[src/rv_ctrl_pkg.sv]
// rv_ctrl shared definitions
// opcodes, field widths, forward select codes and the instruction word views
package rv_ctrl_pkg;

    // widths
    localparam int unsigned XLEN  = 32;   // data / address width
    localparam int unsigned REG_W = 5;    // register index
    localparam int unsigned FWD_W = 2;    // forward select

    // RV32I major opcodes, inst[6:0]
    localparam logic [6:0] OPC_BRANCH = 7'b110_0011;
    localparam logic [6:0] OPC_JAL    = 7'b110_1111;
    localparam logic [6:0] OPC_JALR   = 7'b110_0111;
    localparam logic [6:0] OPC_LOAD   = 7'b000_0011;
    localparam logic [6:0] OPC_STORE  = 7'b010_0011;
    localparam logic [6:0] OPC_OP     = 7'b011_0011;
    localparam logic [6:0] OPC_OP_IMM = 7'b001_0011;
    localparam logic [6:0] OPC_LUI    = 7'b011_0111;
    localparam logic [6:0] OPC_AUIPC  = 7'b001_0111;

    // branch funct3, only the equality pair is judged in ID
    localparam logic [2:0] F3_BEQ = 3'b000;
    localparam logic [2:0] F3_BNE = 3'b001;

    // forward selects
    // 11 is never produced
    localparam logic [FWD_W-1:0] FWD_NONE   = 2'b00;  // register file / ID-EX value
    localparam logic [FWD_W-1:0] FWD_MEM_WB = 2'b01;  // writeback value
    localparam logic [FWD_W-1:0] FWD_EX_MEM = 2'b10;  // ALU result in EX/MEM

    // J-type view
    typedef struct packed {
        logic       imm20;      // sign bit
        logic [9:0] imm10_1;
        logic       imm11;
        logic [7:0] imm19_12;
        logic [4:0] rd;
        logic [6:0] opcode;
    } j_fmt_t;

    // B-type view
    typedef struct packed {
        logic       imm12;      // sign bit
        logic [5:0] imm10_5;
        logic [4:0] rs2;
        logic [4:0] rs1;
        logic [2:0] funct3;
        logic [3:0] imm4_1;
        logic       imm11;
        logic [6:0] opcode;
    } b_fmt_t;

    // one word, two decodes
    // opcode sits at [6:0] in both
    typedef union packed {
        j_fmt_t j_fmt;
        b_fmt_t b_fmt;
    } inst_word_t;

endpackage

[src/hazard_if.sv]
// pipeline register snapshot bundle
// ID/EX, EX/MEM and MEM/WB fields the hazard logic looks at
`timescale 1ns/10ps

interface hazard_if;

    // ID/EX, the instruction now in EX
    logic [rv_ctrl_pkg::REG_W-1:0] id_ex_rd;
    logic [rv_ctrl_pkg::REG_W-1:0] id_ex_rs1;
    logic [rv_ctrl_pkg::REG_W-1:0] id_ex_rs2;
    logic                          id_ex_reg_w;
    logic                          id_ex_mem_read;    // load in EX

    // EX/MEM
    logic [rv_ctrl_pkg::REG_W-1:0] ex_mem_rd;
    logic                          ex_mem_reg_w;
    logic                          ex_mem_mem_read;   // load in MEM, data not ready yet

    // MEM/WB
    logic [rv_ctrl_pkg::REG_W-1:0] mem_wb_rd;
    logic                          mem_wb_reg_w;

    // driver side, fed from the top ports
    modport src (
        output id_ex_rd, id_ex_rs1, id_ex_rs2, id_ex_reg_w, id_ex_mem_read,
        output ex_mem_rd, ex_mem_reg_w, ex_mem_mem_read,
        output mem_wb_rd, mem_wb_reg_w
    );

    // hazard detector side, read only
    modport hzd (
        input  id_ex_rd, id_ex_rs1, id_ex_rs2, id_ex_reg_w, id_ex_mem_read,
        input  ex_mem_rd, ex_mem_reg_w, ex_mem_mem_read,
        input  mem_wb_rd, mem_wb_reg_w
    );

endinterface

[src/inst_classifier.sv]
// instruction classifier for the ID stage
// opcode class, rs fields, register usage and J/B immediate
`timescale 1ns/10ps

module inst_classifier (
    input  rv_ctrl_pkg::inst_word_t         inst_i,
    output logic [rv_ctrl_pkg::REG_W-1:0]   rs1_o,
    output logic [rv_ctrl_pkg::REG_W-1:0]   rs2_o,
    output logic                            uses_rs1_o,
    output logic                            uses_rs2_o,
    output logic                            is_jal_o,
    output logic                            is_beq_o,
    output logic                            is_bne_o,
    output logic [rv_ctrl_pkg::XLEN-1:0]    imm_o
);

    logic [6:0]                  opcode;
    logic                        is_branch;
    logic [rv_ctrl_pkg::XLEN-1:0] imm_j;
    logic [rv_ctrl_pkg::XLEN-1:0] imm_b;

    assign opcode    = inst_i.b_fmt.opcode;    // same bits in j_fmt
    assign is_branch = (opcode == rv_ctrl_pkg::OPC_BRANCH);
    assign is_jal_o  = (inst_i.j_fmt.opcode == rv_ctrl_pkg::OPC_JAL);

    // only beq/bne are judged early, other funct3 pass as plain instructions
    assign is_beq_o = is_branch && (inst_i.b_fmt.funct3 == rv_ctrl_pkg::F3_BEQ);
    assign is_bne_o = is_branch && (inst_i.b_fmt.funct3 == rv_ctrl_pkg::F3_BNE);

    assign rs1_o = inst_i.b_fmt.rs1;
    assign rs2_o = inst_i.b_fmt.rs2;

    // register usage per class
    always_comb begin
        uses_rs1_o = 1'b1;                 // default, unknown opcodes too
        uses_rs2_o = 1'b0;
        case (opcode)
            rv_ctrl_pkg::OPC_JAL,
            rv_ctrl_pkg::OPC_LUI,
            rv_ctrl_pkg::OPC_AUIPC:  uses_rs1_o = 1'b0;  // no source registers
            rv_ctrl_pkg::OPC_BRANCH,
            rv_ctrl_pkg::OPC_STORE,
            rv_ctrl_pkg::OPC_OP:     uses_rs2_o = 1'b1;  // two sources
            rv_ctrl_pkg::OPC_JALR,
            rv_ctrl_pkg::OPC_LOAD,
            rv_ctrl_pkg::OPC_OP_IMM: uses_rs1_o = 1'b1;  // rs1 only
            default:                 uses_rs1_o = 1'b1;
        endcase
    end

    // sign extended, bit 0 always clear
    assign imm_j = {{12{inst_i.j_fmt.imm20}}, inst_i.j_fmt.imm19_12,
                    inst_i.j_fmt.imm11, inst_i.j_fmt.imm10_1, 1'b0};
    assign imm_b = {{20{inst_i.b_fmt.imm12}}, inst_i.b_fmt.imm11,
                    inst_i.b_fmt.imm10_5, inst_i.b_fmt.imm4_1, 1'b0};

    assign imm_o = is_jal_o  ? imm_j :
                   is_branch ? imm_b : '0;     // zero for anything else

endmodule

[src/fwd_ctrl.sv]
// forward and stall control
// EX forward selects, decode compare selects, load-use and branch stalls
`timescale 1ns/10ps

module fwd_ctrl (
    hazard_if.hzd                          hzd,
    input  logic [rv_ctrl_pkg::REG_W-1:0]  rs1_i,
    input  logic [rv_ctrl_pkg::REG_W-1:0]  rs2_i,
    input  logic                           uses_rs1_i,
    input  logic                           uses_rs2_i,
    input  logic                           is_beq_i,
    input  logic                           is_bne_i,
    output logic [rv_ctrl_pkg::FWD_W-1:0]  fwd_a_o,
    output logic [rv_ctrl_pkg::FWD_W-1:0]  fwd_b_o,
    output logic [rv_ctrl_pkg::FWD_W-1:0]  cmp_sel_a_o,
    output logic [rv_ctrl_pkg::FWD_W-1:0]  cmp_sel_b_o,
    output logic                           stall_o
);

    // writer hits a source register, x0 never counts
    function automatic logic reg_hit(
        input logic                          wr_en,
        input logic [rv_ctrl_pkg::REG_W-1:0] wr_rd,
        input logic [rv_ctrl_pkg::REG_W-1:0] src
    );
        return wr_en && (wr_rd != '0) && (wr_rd == src);
    endfunction

    // EX/MEM is younger so it wins
    function automatic logic [rv_ctrl_pkg::FWD_W-1:0] pick_fwd(
        input logic ex_hit,
        input logic wb_hit
    );
        if (ex_hit)
            return rv_ctrl_pkg::FWD_EX_MEM;
        else if (wb_hit)
            return rv_ctrl_pkg::FWD_MEM_WB;
        return rv_ctrl_pkg::FWD_NONE;
    endfunction

    logic is_beq_bne;
    logic load_use;
    logic br_hzd;
    logic ex_hit_rs1, ex_hit_rs2;       // EX/MEM writer vs decode rs
    logic wb_hit_rs1, wb_hit_rs2;       // MEM/WB writer vs decode rs
    logic idex_hit_rs1, idex_hit_rs2;   // ID/EX writer vs decode rs

    assign is_beq_bne = is_beq_i | is_bne_i;

    // EX stage operands of the instruction in ID/EX
    assign fwd_a_o = pick_fwd(reg_hit(hzd.ex_mem_reg_w, hzd.ex_mem_rd, hzd.id_ex_rs1),
                              reg_hit(hzd.mem_wb_reg_w, hzd.mem_wb_rd, hzd.id_ex_rs1));
    assign fwd_b_o = pick_fwd(reg_hit(hzd.ex_mem_reg_w, hzd.ex_mem_rd, hzd.id_ex_rs2),
                              reg_hit(hzd.mem_wb_reg_w, hzd.mem_wb_rd, hzd.id_ex_rs2));

    // decode stage operand matches
    assign ex_hit_rs1   = reg_hit(hzd.ex_mem_reg_w, hzd.ex_mem_rd, rs1_i);
    assign ex_hit_rs2   = reg_hit(hzd.ex_mem_reg_w, hzd.ex_mem_rd, rs2_i);
    assign wb_hit_rs1   = reg_hit(hzd.mem_wb_reg_w, hzd.mem_wb_rd, rs1_i);
    assign wb_hit_rs2   = reg_hit(hzd.mem_wb_reg_w, hzd.mem_wb_rd, rs2_i);
    assign idex_hit_rs1 = reg_hit(hzd.id_ex_reg_w, hzd.id_ex_rd, rs1_i);
    assign idex_hit_rs2 = reg_hit(hzd.id_ex_reg_w, hzd.id_ex_rd, rs2_i);

    // a load in EX/MEM has no data yet, fall back to MEM/WB or the RF
    assign cmp_sel_a_o = pick_fwd(ex_hit_rs1 && !hzd.ex_mem_mem_read, wb_hit_rs1);
    assign cmp_sel_b_o = pick_fwd(ex_hit_rs2 && !hzd.ex_mem_mem_read, wb_hit_rs2);

    // load in EX feeding a used source
    assign load_use = hzd.id_ex_mem_read && (hzd.id_ex_rd != '0) &&
                      ((uses_rs1_i && (hzd.id_ex_rd == rs1_i)) ||
                       (uses_rs2_i && (hzd.id_ex_rd == rs2_i)));

    // early compare needs values that are not yet available
    assign br_hzd = is_beq_bne &&
                    (idex_hit_rs1 || idex_hit_rs2 ||
                     (hzd.ex_mem_mem_read && (ex_hit_rs1 || ex_hit_rs2)));

    assign stall_o = load_use | br_hzd;

endmodule

[src/branch_resolver.sv]
// early branch resolver in ID
// forwarded beq/bne compare, jal redirect and pc relative target
`timescale 1ns/10ps

module branch_resolver (
    input  logic [rv_ctrl_pkg::XLEN-1:0]   pc_i,
    input  logic [rv_ctrl_pkg::XLEN-1:0]   rs1_data_i,
    input  logic [rv_ctrl_pkg::XLEN-1:0]   rs2_data_i,
    input  logic [rv_ctrl_pkg::XLEN-1:0]   ex_mem_result_i,
    input  logic [rv_ctrl_pkg::XLEN-1:0]   mem_wb_result_i,
    input  logic [rv_ctrl_pkg::XLEN-1:0]   imm_i,
    input  logic [rv_ctrl_pkg::FWD_W-1:0]  cmp_sel_a_i,
    input  logic [rv_ctrl_pkg::FWD_W-1:0]  cmp_sel_b_i,
    input  logic                           is_jal_i,
    input  logic                           is_beq_i,
    input  logic                           is_bne_i,
    input  logic                           stall_i,
    output logic                           redirect_o,
    output logic [rv_ctrl_pkg::XLEN-1:0]   target_o
);

    // 3:1 operand select by forward code
    function automatic logic [rv_ctrl_pkg::XLEN-1:0] pick_opnd(
        input logic [rv_ctrl_pkg::FWD_W-1:0] sel,
        input logic [rv_ctrl_pkg::XLEN-1:0]  rf_val,
        input logic [rv_ctrl_pkg::XLEN-1:0]  exm_val,
        input logic [rv_ctrl_pkg::XLEN-1:0]  mwb_val
    );
        case (sel)
            rv_ctrl_pkg::FWD_EX_MEM: return exm_val;
            rv_ctrl_pkg::FWD_MEM_WB: return mwb_val;
            default:                 return rf_val;   // FWD_NONE
        endcase
    endfunction

    logic [rv_ctrl_pkg::XLEN-1:0] opnd_a;
    logic [rv_ctrl_pkg::XLEN-1:0] opnd_b;
    logic                         opnd_eq;
    logic                         br_taken;

    assign opnd_a = pick_opnd(cmp_sel_a_i, rs1_data_i, ex_mem_result_i, mem_wb_result_i);
    assign opnd_b = pick_opnd(cmp_sel_b_i, rs2_data_i, ex_mem_result_i, mem_wb_result_i);

    assign opnd_eq = (opnd_a == opnd_b);      // equality only, no sub needed

    // beq on equal, bne on differ
    assign br_taken = (is_beq_i && opnd_eq) || (is_bne_i && !opnd_eq);

    // a stalled instruction redirects on its replay
    assign redirect_o = !stall_i && (is_jal_i || br_taken);

    // imm is already J or B by class
    assign target_o = pc_i + imm_i;

endmodule

[src/rv_ctrl_top.sv]
// rv_ctrl decode-stage control unit
// forward selects, hazard stall and early jal/beq/bne redirect, one result register
`timescale 1ns/10ps

module rv_ctrl_top (
    input  logic                           clk,
    input  logic                           rst_n_i,
    // request
    input  logic                           req_valid_i,
    output logic                           req_ready_o,
    input  logic [rv_ctrl_pkg::XLEN-1:0]   inst_i,
    input  logic [rv_ctrl_pkg::XLEN-1:0]   pc_i,
    input  logic [rv_ctrl_pkg::XLEN-1:0]   rs1_data_i,
    input  logic [rv_ctrl_pkg::XLEN-1:0]   rs2_data_i,
    input  logic [rv_ctrl_pkg::XLEN-1:0]   ex_mem_result_i,
    input  logic [rv_ctrl_pkg::XLEN-1:0]   mem_wb_result_i,
    // pipeline register snapshot
    input  logic [rv_ctrl_pkg::REG_W-1:0]  id_ex_rd_i,
    input  logic [rv_ctrl_pkg::REG_W-1:0]  id_ex_rs1_i,
    input  logic [rv_ctrl_pkg::REG_W-1:0]  id_ex_rs2_i,
    input  logic [rv_ctrl_pkg::REG_W-1:0]  ex_mem_rd_i,
    input  logic [rv_ctrl_pkg::REG_W-1:0]  mem_wb_rd_i,
    input  logic                           id_ex_reg_w_i,
    input  logic                           id_ex_mem_read_i,
    input  logic                           ex_mem_reg_w_i,
    input  logic                           ex_mem_mem_read_i,
    input  logic                           mem_wb_reg_w_i,
    // result
    output logic                           res_valid_o,
    input  logic                           res_ready_i,
    output logic [rv_ctrl_pkg::FWD_W-1:0]  fwd_a_o,
    output logic [rv_ctrl_pkg::FWD_W-1:0]  fwd_b_o,
    output logic                           stall_o,
    output logic                           redirect_o,
    output logic [rv_ctrl_pkg::XLEN-1:0]   target_o
);

    logic [rv_ctrl_pkg::REG_W-1:0] rs1, rs2;
    logic                          uses_rs1, uses_rs2;
    logic                          is_jal, is_beq, is_bne;
    logic [rv_ctrl_pkg::XLEN-1:0]  imm;
    logic [rv_ctrl_pkg::FWD_W-1:0] fwd_a, fwd_b;      // next-state result fields
    logic [rv_ctrl_pkg::FWD_W-1:0] cmp_sel_a, cmp_sel_b;
    logic                          stall, redirect;
    logic [rv_ctrl_pkg::XLEN-1:0]  target;
    logic                          res_valid_q;
    logic                          req_fire;

    hazard_if hzd_bus ();

    // snapshot ports onto the bundle
    assign hzd_bus.id_ex_rd        = id_ex_rd_i;
    assign hzd_bus.id_ex_rs1       = id_ex_rs1_i;
    assign hzd_bus.id_ex_rs2       = id_ex_rs2_i;
    assign hzd_bus.id_ex_reg_w     = id_ex_reg_w_i;
    assign hzd_bus.id_ex_mem_read  = id_ex_mem_read_i;
    assign hzd_bus.ex_mem_rd       = ex_mem_rd_i;
    assign hzd_bus.ex_mem_reg_w    = ex_mem_reg_w_i;
    assign hzd_bus.ex_mem_mem_read = ex_mem_mem_read_i;
    assign hzd_bus.mem_wb_rd       = mem_wb_rd_i;
    assign hzd_bus.mem_wb_reg_w    = mem_wb_reg_w_i;

    inst_classifier u_cls (
        .inst_i     (rv_ctrl_pkg::inst_word_t'(inst_i)),
        .rs1_o      (rs1),
        .rs2_o      (rs2),
        .uses_rs1_o (uses_rs1),
        .uses_rs2_o (uses_rs2),
        .is_jal_o   (is_jal),
        .is_beq_o   (is_beq),
        .is_bne_o   (is_bne),
        .imm_o      (imm)
    );

    fwd_ctrl u_fwd (
        .hzd         (hzd_bus.hzd),
        .rs1_i       (rs1),
        .rs2_i       (rs2),
        .uses_rs1_i  (uses_rs1),
        .uses_rs2_i  (uses_rs2),
        .is_beq_i    (is_beq),
        .is_bne_i    (is_bne),
        .fwd_a_o     (fwd_a),
        .fwd_b_o     (fwd_b),
        .cmp_sel_a_o (cmp_sel_a),
        .cmp_sel_b_o (cmp_sel_b),
        .stall_o     (stall)
    );

    branch_resolver u_br (
        .pc_i            (pc_i),
        .rs1_data_i      (rs1_data_i),
        .rs2_data_i      (rs2_data_i),
        .ex_mem_result_i (ex_mem_result_i),
        .mem_wb_result_i (mem_wb_result_i),
        .imm_i           (imm),
        .cmp_sel_a_i     (cmp_sel_a),
        .cmp_sel_b_i     (cmp_sel_b),
        .is_jal_i        (is_jal),
        .is_beq_i        (is_beq),
        .is_bne_i        (is_bne),
        .stall_i         (stall),
        .redirect_o      (redirect),
        .target_o        (target)
    );

    // free slot, or the held result leaves this cycle
    assign req_ready_o = !res_valid_q || res_ready_i;
    assign req_fire    = req_valid_i && req_ready_o;

    always_ff @(posedge clk or negedge rst_n_i) begin
        if (!rst_n_i) begin
            res_valid_q <= 1'b0;
        end else if (req_fire) begin
            res_valid_q <= 1'b1;              // new result next cycle
        end else if (res_ready_i) begin
            res_valid_q <= 1'b0;              // drained, nothing behind it
        end
    end

    // result payload, held until the next accepted request
    always_ff @(posedge clk) begin
        if (req_fire) begin
            fwd_a_o    <= fwd_a;
            fwd_b_o    <= fwd_b;
            stall_o    <= stall;
            redirect_o <= redirect;
            target_o   <= target;
        end
    end

    assign res_valid_o = res_valid_q;

endmodule

[config.mk]
export PLATFORM = sky130hd
export DESIGN_NAME = rv_ctrl_top
export DESIGN_NICKNAME = d
export VERILOG_FILES = /design/src/rv_ctrl_pkg.sv /design/src/hazard_if.sv /design/src/inst_classifier.sv /design/src/fwd_ctrl.sv /design/src/branch_resolver.sv /design/src/rv_ctrl_top.sv
export SDC_FILE = /design/constraint.sdc
export NUM_CORES = 1
export LEC_CHECK = 0
export ABC_AREA = 1
export BUFFER_PORTS_ARGS = -buffer_cell sky130_fd_sc_hd__buf_2
export CORE_MARGIN = 5
export CORE_UTILIZATION = 56
export DETAILED_ROUTE_END_ITERATION = 8
export PLACE_DENSITY = 0.95
export SYNTH_ARGS = -nofsm -noshare
export SYNTH_HDL_FRONTEND = slang
export SYNTH_HIERARCHICAL = 1
export SYNTH_SLANG_ARGS = --single-unit
[constraint.sdc]
create_clock -name clk -period 8.4 [get_ports clk]
set_input_delay 1.26 -clock clk [delete_from_list [all_inputs] [get_ports clk]]
set_output_delay 1.26 -clock clk [all_outputs]
set_load 0.02 [all_outputs]
==> results_dict.tcl <==
set metrics [dict create \
    grt_overflow 0 \
    avgRoutedWirePerCell_um 14.7 \
    grtUsageTotal_pct 30.0 \
    dieArea_um2 15300 \
    synth_cell_types 43 \
    cts_root_buffer "clkbuf_16" \
    timing.final.crit_share_pct 59.7 \
    cts_tree "yes" \
    crit_type "in2reg" \
    vias_per_cell 5.39 \
    placement.io_buffers 265 \
    switching_share_pct 34.1 \
    synth.top_cell.area_share_pct 30.8 \
    synth_seq_area_share_pct 16.1 \
    startpoint_type "primary input" \
    grt_antenna_before_repair 3 \
    vias_in_the_first_global_route 8196 \
    drcViolationCount 0 \
    cts-htree-levels 2 \
    cts_buffers 5 \
    post-route-cell-area_um2 8530 \
    rr_startpoint "res_valid_o$_DFFE_PN0P_" \
    irDropWorstVdd_uv 63.6 \
    power_frac_clock_pct 30.0 \
    tightest_slew_ns 1.24 \
    timing.setup.tns_ns 0 \
    postSynthAreaPerCell_um2 5.71 \
    timing.hold.worst.start "res_valid_o$_DFFE_PN0P_" \
    pwr-share-seq_pct 31.7 \
    cts_num_sinks 39 \
    grt_setup_unrepaired "false" \
    async_flop_share_pct 2.56 \
    yosysWarningCount 6 \
    number_of_synthesized_flops_with_an_enable_pin 38 \
    place_area_um2 8350 \
    cellInternalPower_w 0.000481 \
    post_route_cells_drive_above_1_share_pct 21.4 \
    post-cts-setup-buffers 0 \
    slew_violations 0 \
    drt.antenna.violating_nets 0 \
    timing.critical_path.arrival_ns 5.07 \
    finalHoldViolCount 0 \
    power.share.combinational_pct 38.3 \
    worstSetupEndpointType "register" \
    die_width_um 124 \
    holdBufCountCts 0 \
    fill_count 1183 \
    clock-skew-final_ns 0.00719 \
    initialDrtViolationCount 771 \
    synth_area_leader_cell "nand2_1" \
    drt_wl_total_mm 24.2 \
    ys_seq_elements 39 \
    drt-pass1-iter-count 5 \
    design.core.area_um2 12600 \
    boundaryPins 266 \
    grt_first_pass_wirelength_mm 37.0 \
    rows 41 \
    outcome "finished clean" \
    final_period_minus_worst_setup_slack_ns 5.01 \
    drv.max_cap_violation_count 0 \
    pwr_density_cell_nw_per_um2 85.6 \
    post_synthesis_to_final_layout_area_growth_pct 18.1 \
    synth.area.top_cells "nand2_1 (31%), edfxtp_1 (16%), nand3_1 (6.9%)" \
    p_sw_w 0.000249 \
    cp_data_required_time_ns 8.45 \
    cts.repair.resized 0 \
    hold_ws_ns 0.593 \
    effective_utilization_at_floorplan_pct 57.3 \
    design.final.nets 1732 \
    setup-violations-final 0 \
    startpoint "inst_i[24]" \
    cts.reportedPaths.clkPinSlew_ns 0.06 \
    finalWeightedCongestion 0.963 \
    min_path_type "reg2reg" \
    crit_path_max_fanout 76 \
    synthesized_nets 1527 \
    synth_cells 1265 \
    clk_path_buf_depth 2 \
    dominant_synthesized_flop_cell "edfxtp_1" \
    dpl_wire_length_mm 19.2 \
    power.static_leakage_nw 4.70 \
    maximum_number_of_pins_on_one_net_before_global_route_repair 78 \
    worstSkewPairLatency_ns 0.29 \
    synthesis.area_um2 7230 \
    finalPower_w 0.000730 \
    slew_headroom_pct 16.9 \
    die_h_um 124 \
    max_freq_mhz 199 \
    num_vias 8885 \
]
==> synth_stat cells, types with 2 or more instances <==
master       n
or2_0       11
nand2_2      3
nor2_4       3
nand3b_1     2
o21bai_1     9
o221ai_1     2
ha_1        35
nand3_2      3
o21ai_1     11
nand3_1    100
edfxtp_1    38
nor4_1       2
or2_2       14
a21oi_1     43
nor2_1      72
xnor2_1     30
buf_4       27
nor2_2       4
nand4_1     18
nand2_1    592
o21ai_0     22
a21boi_1     6
xor2_1      38
inv_2        6
nor3_1      14
clkbuf_1     6
a21o_1       4
inv_1       79
buf_2       31
o21a_1       2
o2111ai_1    3
or2_1       17
buf_6        7
nor4_2       2
==> area by class of cell <==
class                   instances  area (um^2)  area share (%)
repair buffers                270         1360            16.0
flip-flops and latches         39         1170            13.7
inverters                      85          319            3.74
clock buffers                   5          125            1.47
diodes                          4         10.0           0.117
clock inverters                 3         43.8           0.513
well taps                     172          215            2.52
multi-input cells            1069         5290            62.0
==> placed cells by master, fill, tap and decap left out, drive strengths merged, types with 3 or more instances in the layout <==
| cell type | count |
|---|---|
| nor3 | 14 |
| nor2 | 79 |
| buf | 270 |
| diode | 4 |
| o21ai | 33 |
| inv | 85 |
| or2 | 42 |
| o21bai | 9 |
| ha | 35 |
| nand2 | 595 |
| nand4 | 18 |
| a21oi | 43 |
| a21boi | 7 |
| nor4 | 4 |
| a21o | 4 |
| nand3 | 103 |
| xor2 | 38 |
| clkbuf | 5 |
| xnor2 | 30 |
| edfxtp | 38 |
| o2111ai | 3 |
==> flip-flops by register name, summed over array words and instances, names as in the netlist <==
signal	count
res_valid_o	1
redirect_o	1
target_o	32
fwd_a_o	2
stall_o	1
fwd_b_o	2
==> worst paths after layout <==
path,end,slack [ns],cells after the start
worst max-delay path,redirect_o$_DFFE_PP_,3.39,22
min in group asynchronous,res_valid_o$_DFFE_PN0P_,0.74,1
worst min register to register,res_valid_o$_DFFE_PN0P_,0.59,2
worst min-delay path,res_valid_o$_DFFE_PN0P_,0.59,2
max in group asynchronous,res_valid_o$_DFFE_PN0P_,7.58,1
worst max register to register,target_o[30]$_DFFE_PP_,6.61,1
==> logic make-up after synthesis <==
logic type      count (synthesis)  synth area share [%]
compound gates                106                  8.50
xor+xnor                       68                  8.24
fa+ha+maj                      36                  6.34
buf+inv                       157                  10.8
flops                          39                  16.1
other cells                     1                0.0519
simple gates                  858                  49.9
==> worst max-delay path: stages <==
cell	delay (ns)
buf_2	0.18
xnor2_1	0.14
nand2_1	0.07
nor4_1	0.27
o21ai_1	0.12
inv_1	0.09
inv_1	0.04
ha_1	0.92
inv_2	0.71
or2_2	0.51
nand2_1	0.07
nand2_1	0.05
nand2_1	0.07
nand2_1	0.07
nor2_1	0.09
nand2_1	0.07
nor2_1	0.08
nand2_1	0.05
nand2_1	0.05
nand3_1	0.06
nand2_1	0.06
inv_1	0.03
==> metal layers <==
layer	vias to the layer above	GRT usage, %	part of all wire, %
met5	-	0	0.029
met1	3900	35.8	38
met4	2	12.4	3.2
met2	479	52.8	48
met3	72	5.68	10
li1	4432	-	-
==> power groups by stage <==
stage               clock, W  combinational, W  sequential [W]
finish              0.000219          0.000279        0.000231
detailed placement         0          0.000274        0.000235
global route        0.000229          0.000310        0.000232
floorplan                  0          0.000159        0.000250
global placement           0          0.000269        0.000235
CTS                 0.000219          0.000276        0.000232
==> stage by stage <==
| step | worst slack (ns) | cells | utilization, % |
|---|---|---|---|
| after floorplan | 4.68 | 1265 | - |
| after global placement | 3.16 | 1635 | 66.2 |
| after detailed placement | 3.10 | 1635 | 66.2 |
| after CTS | 3.39 | 1643 | 67.5 |
| after global routing | 2.86 | 1645 | 67.6 |
| final | 3.39 | 1647 | 67.6 |
(Power assumes the default switching activity.)
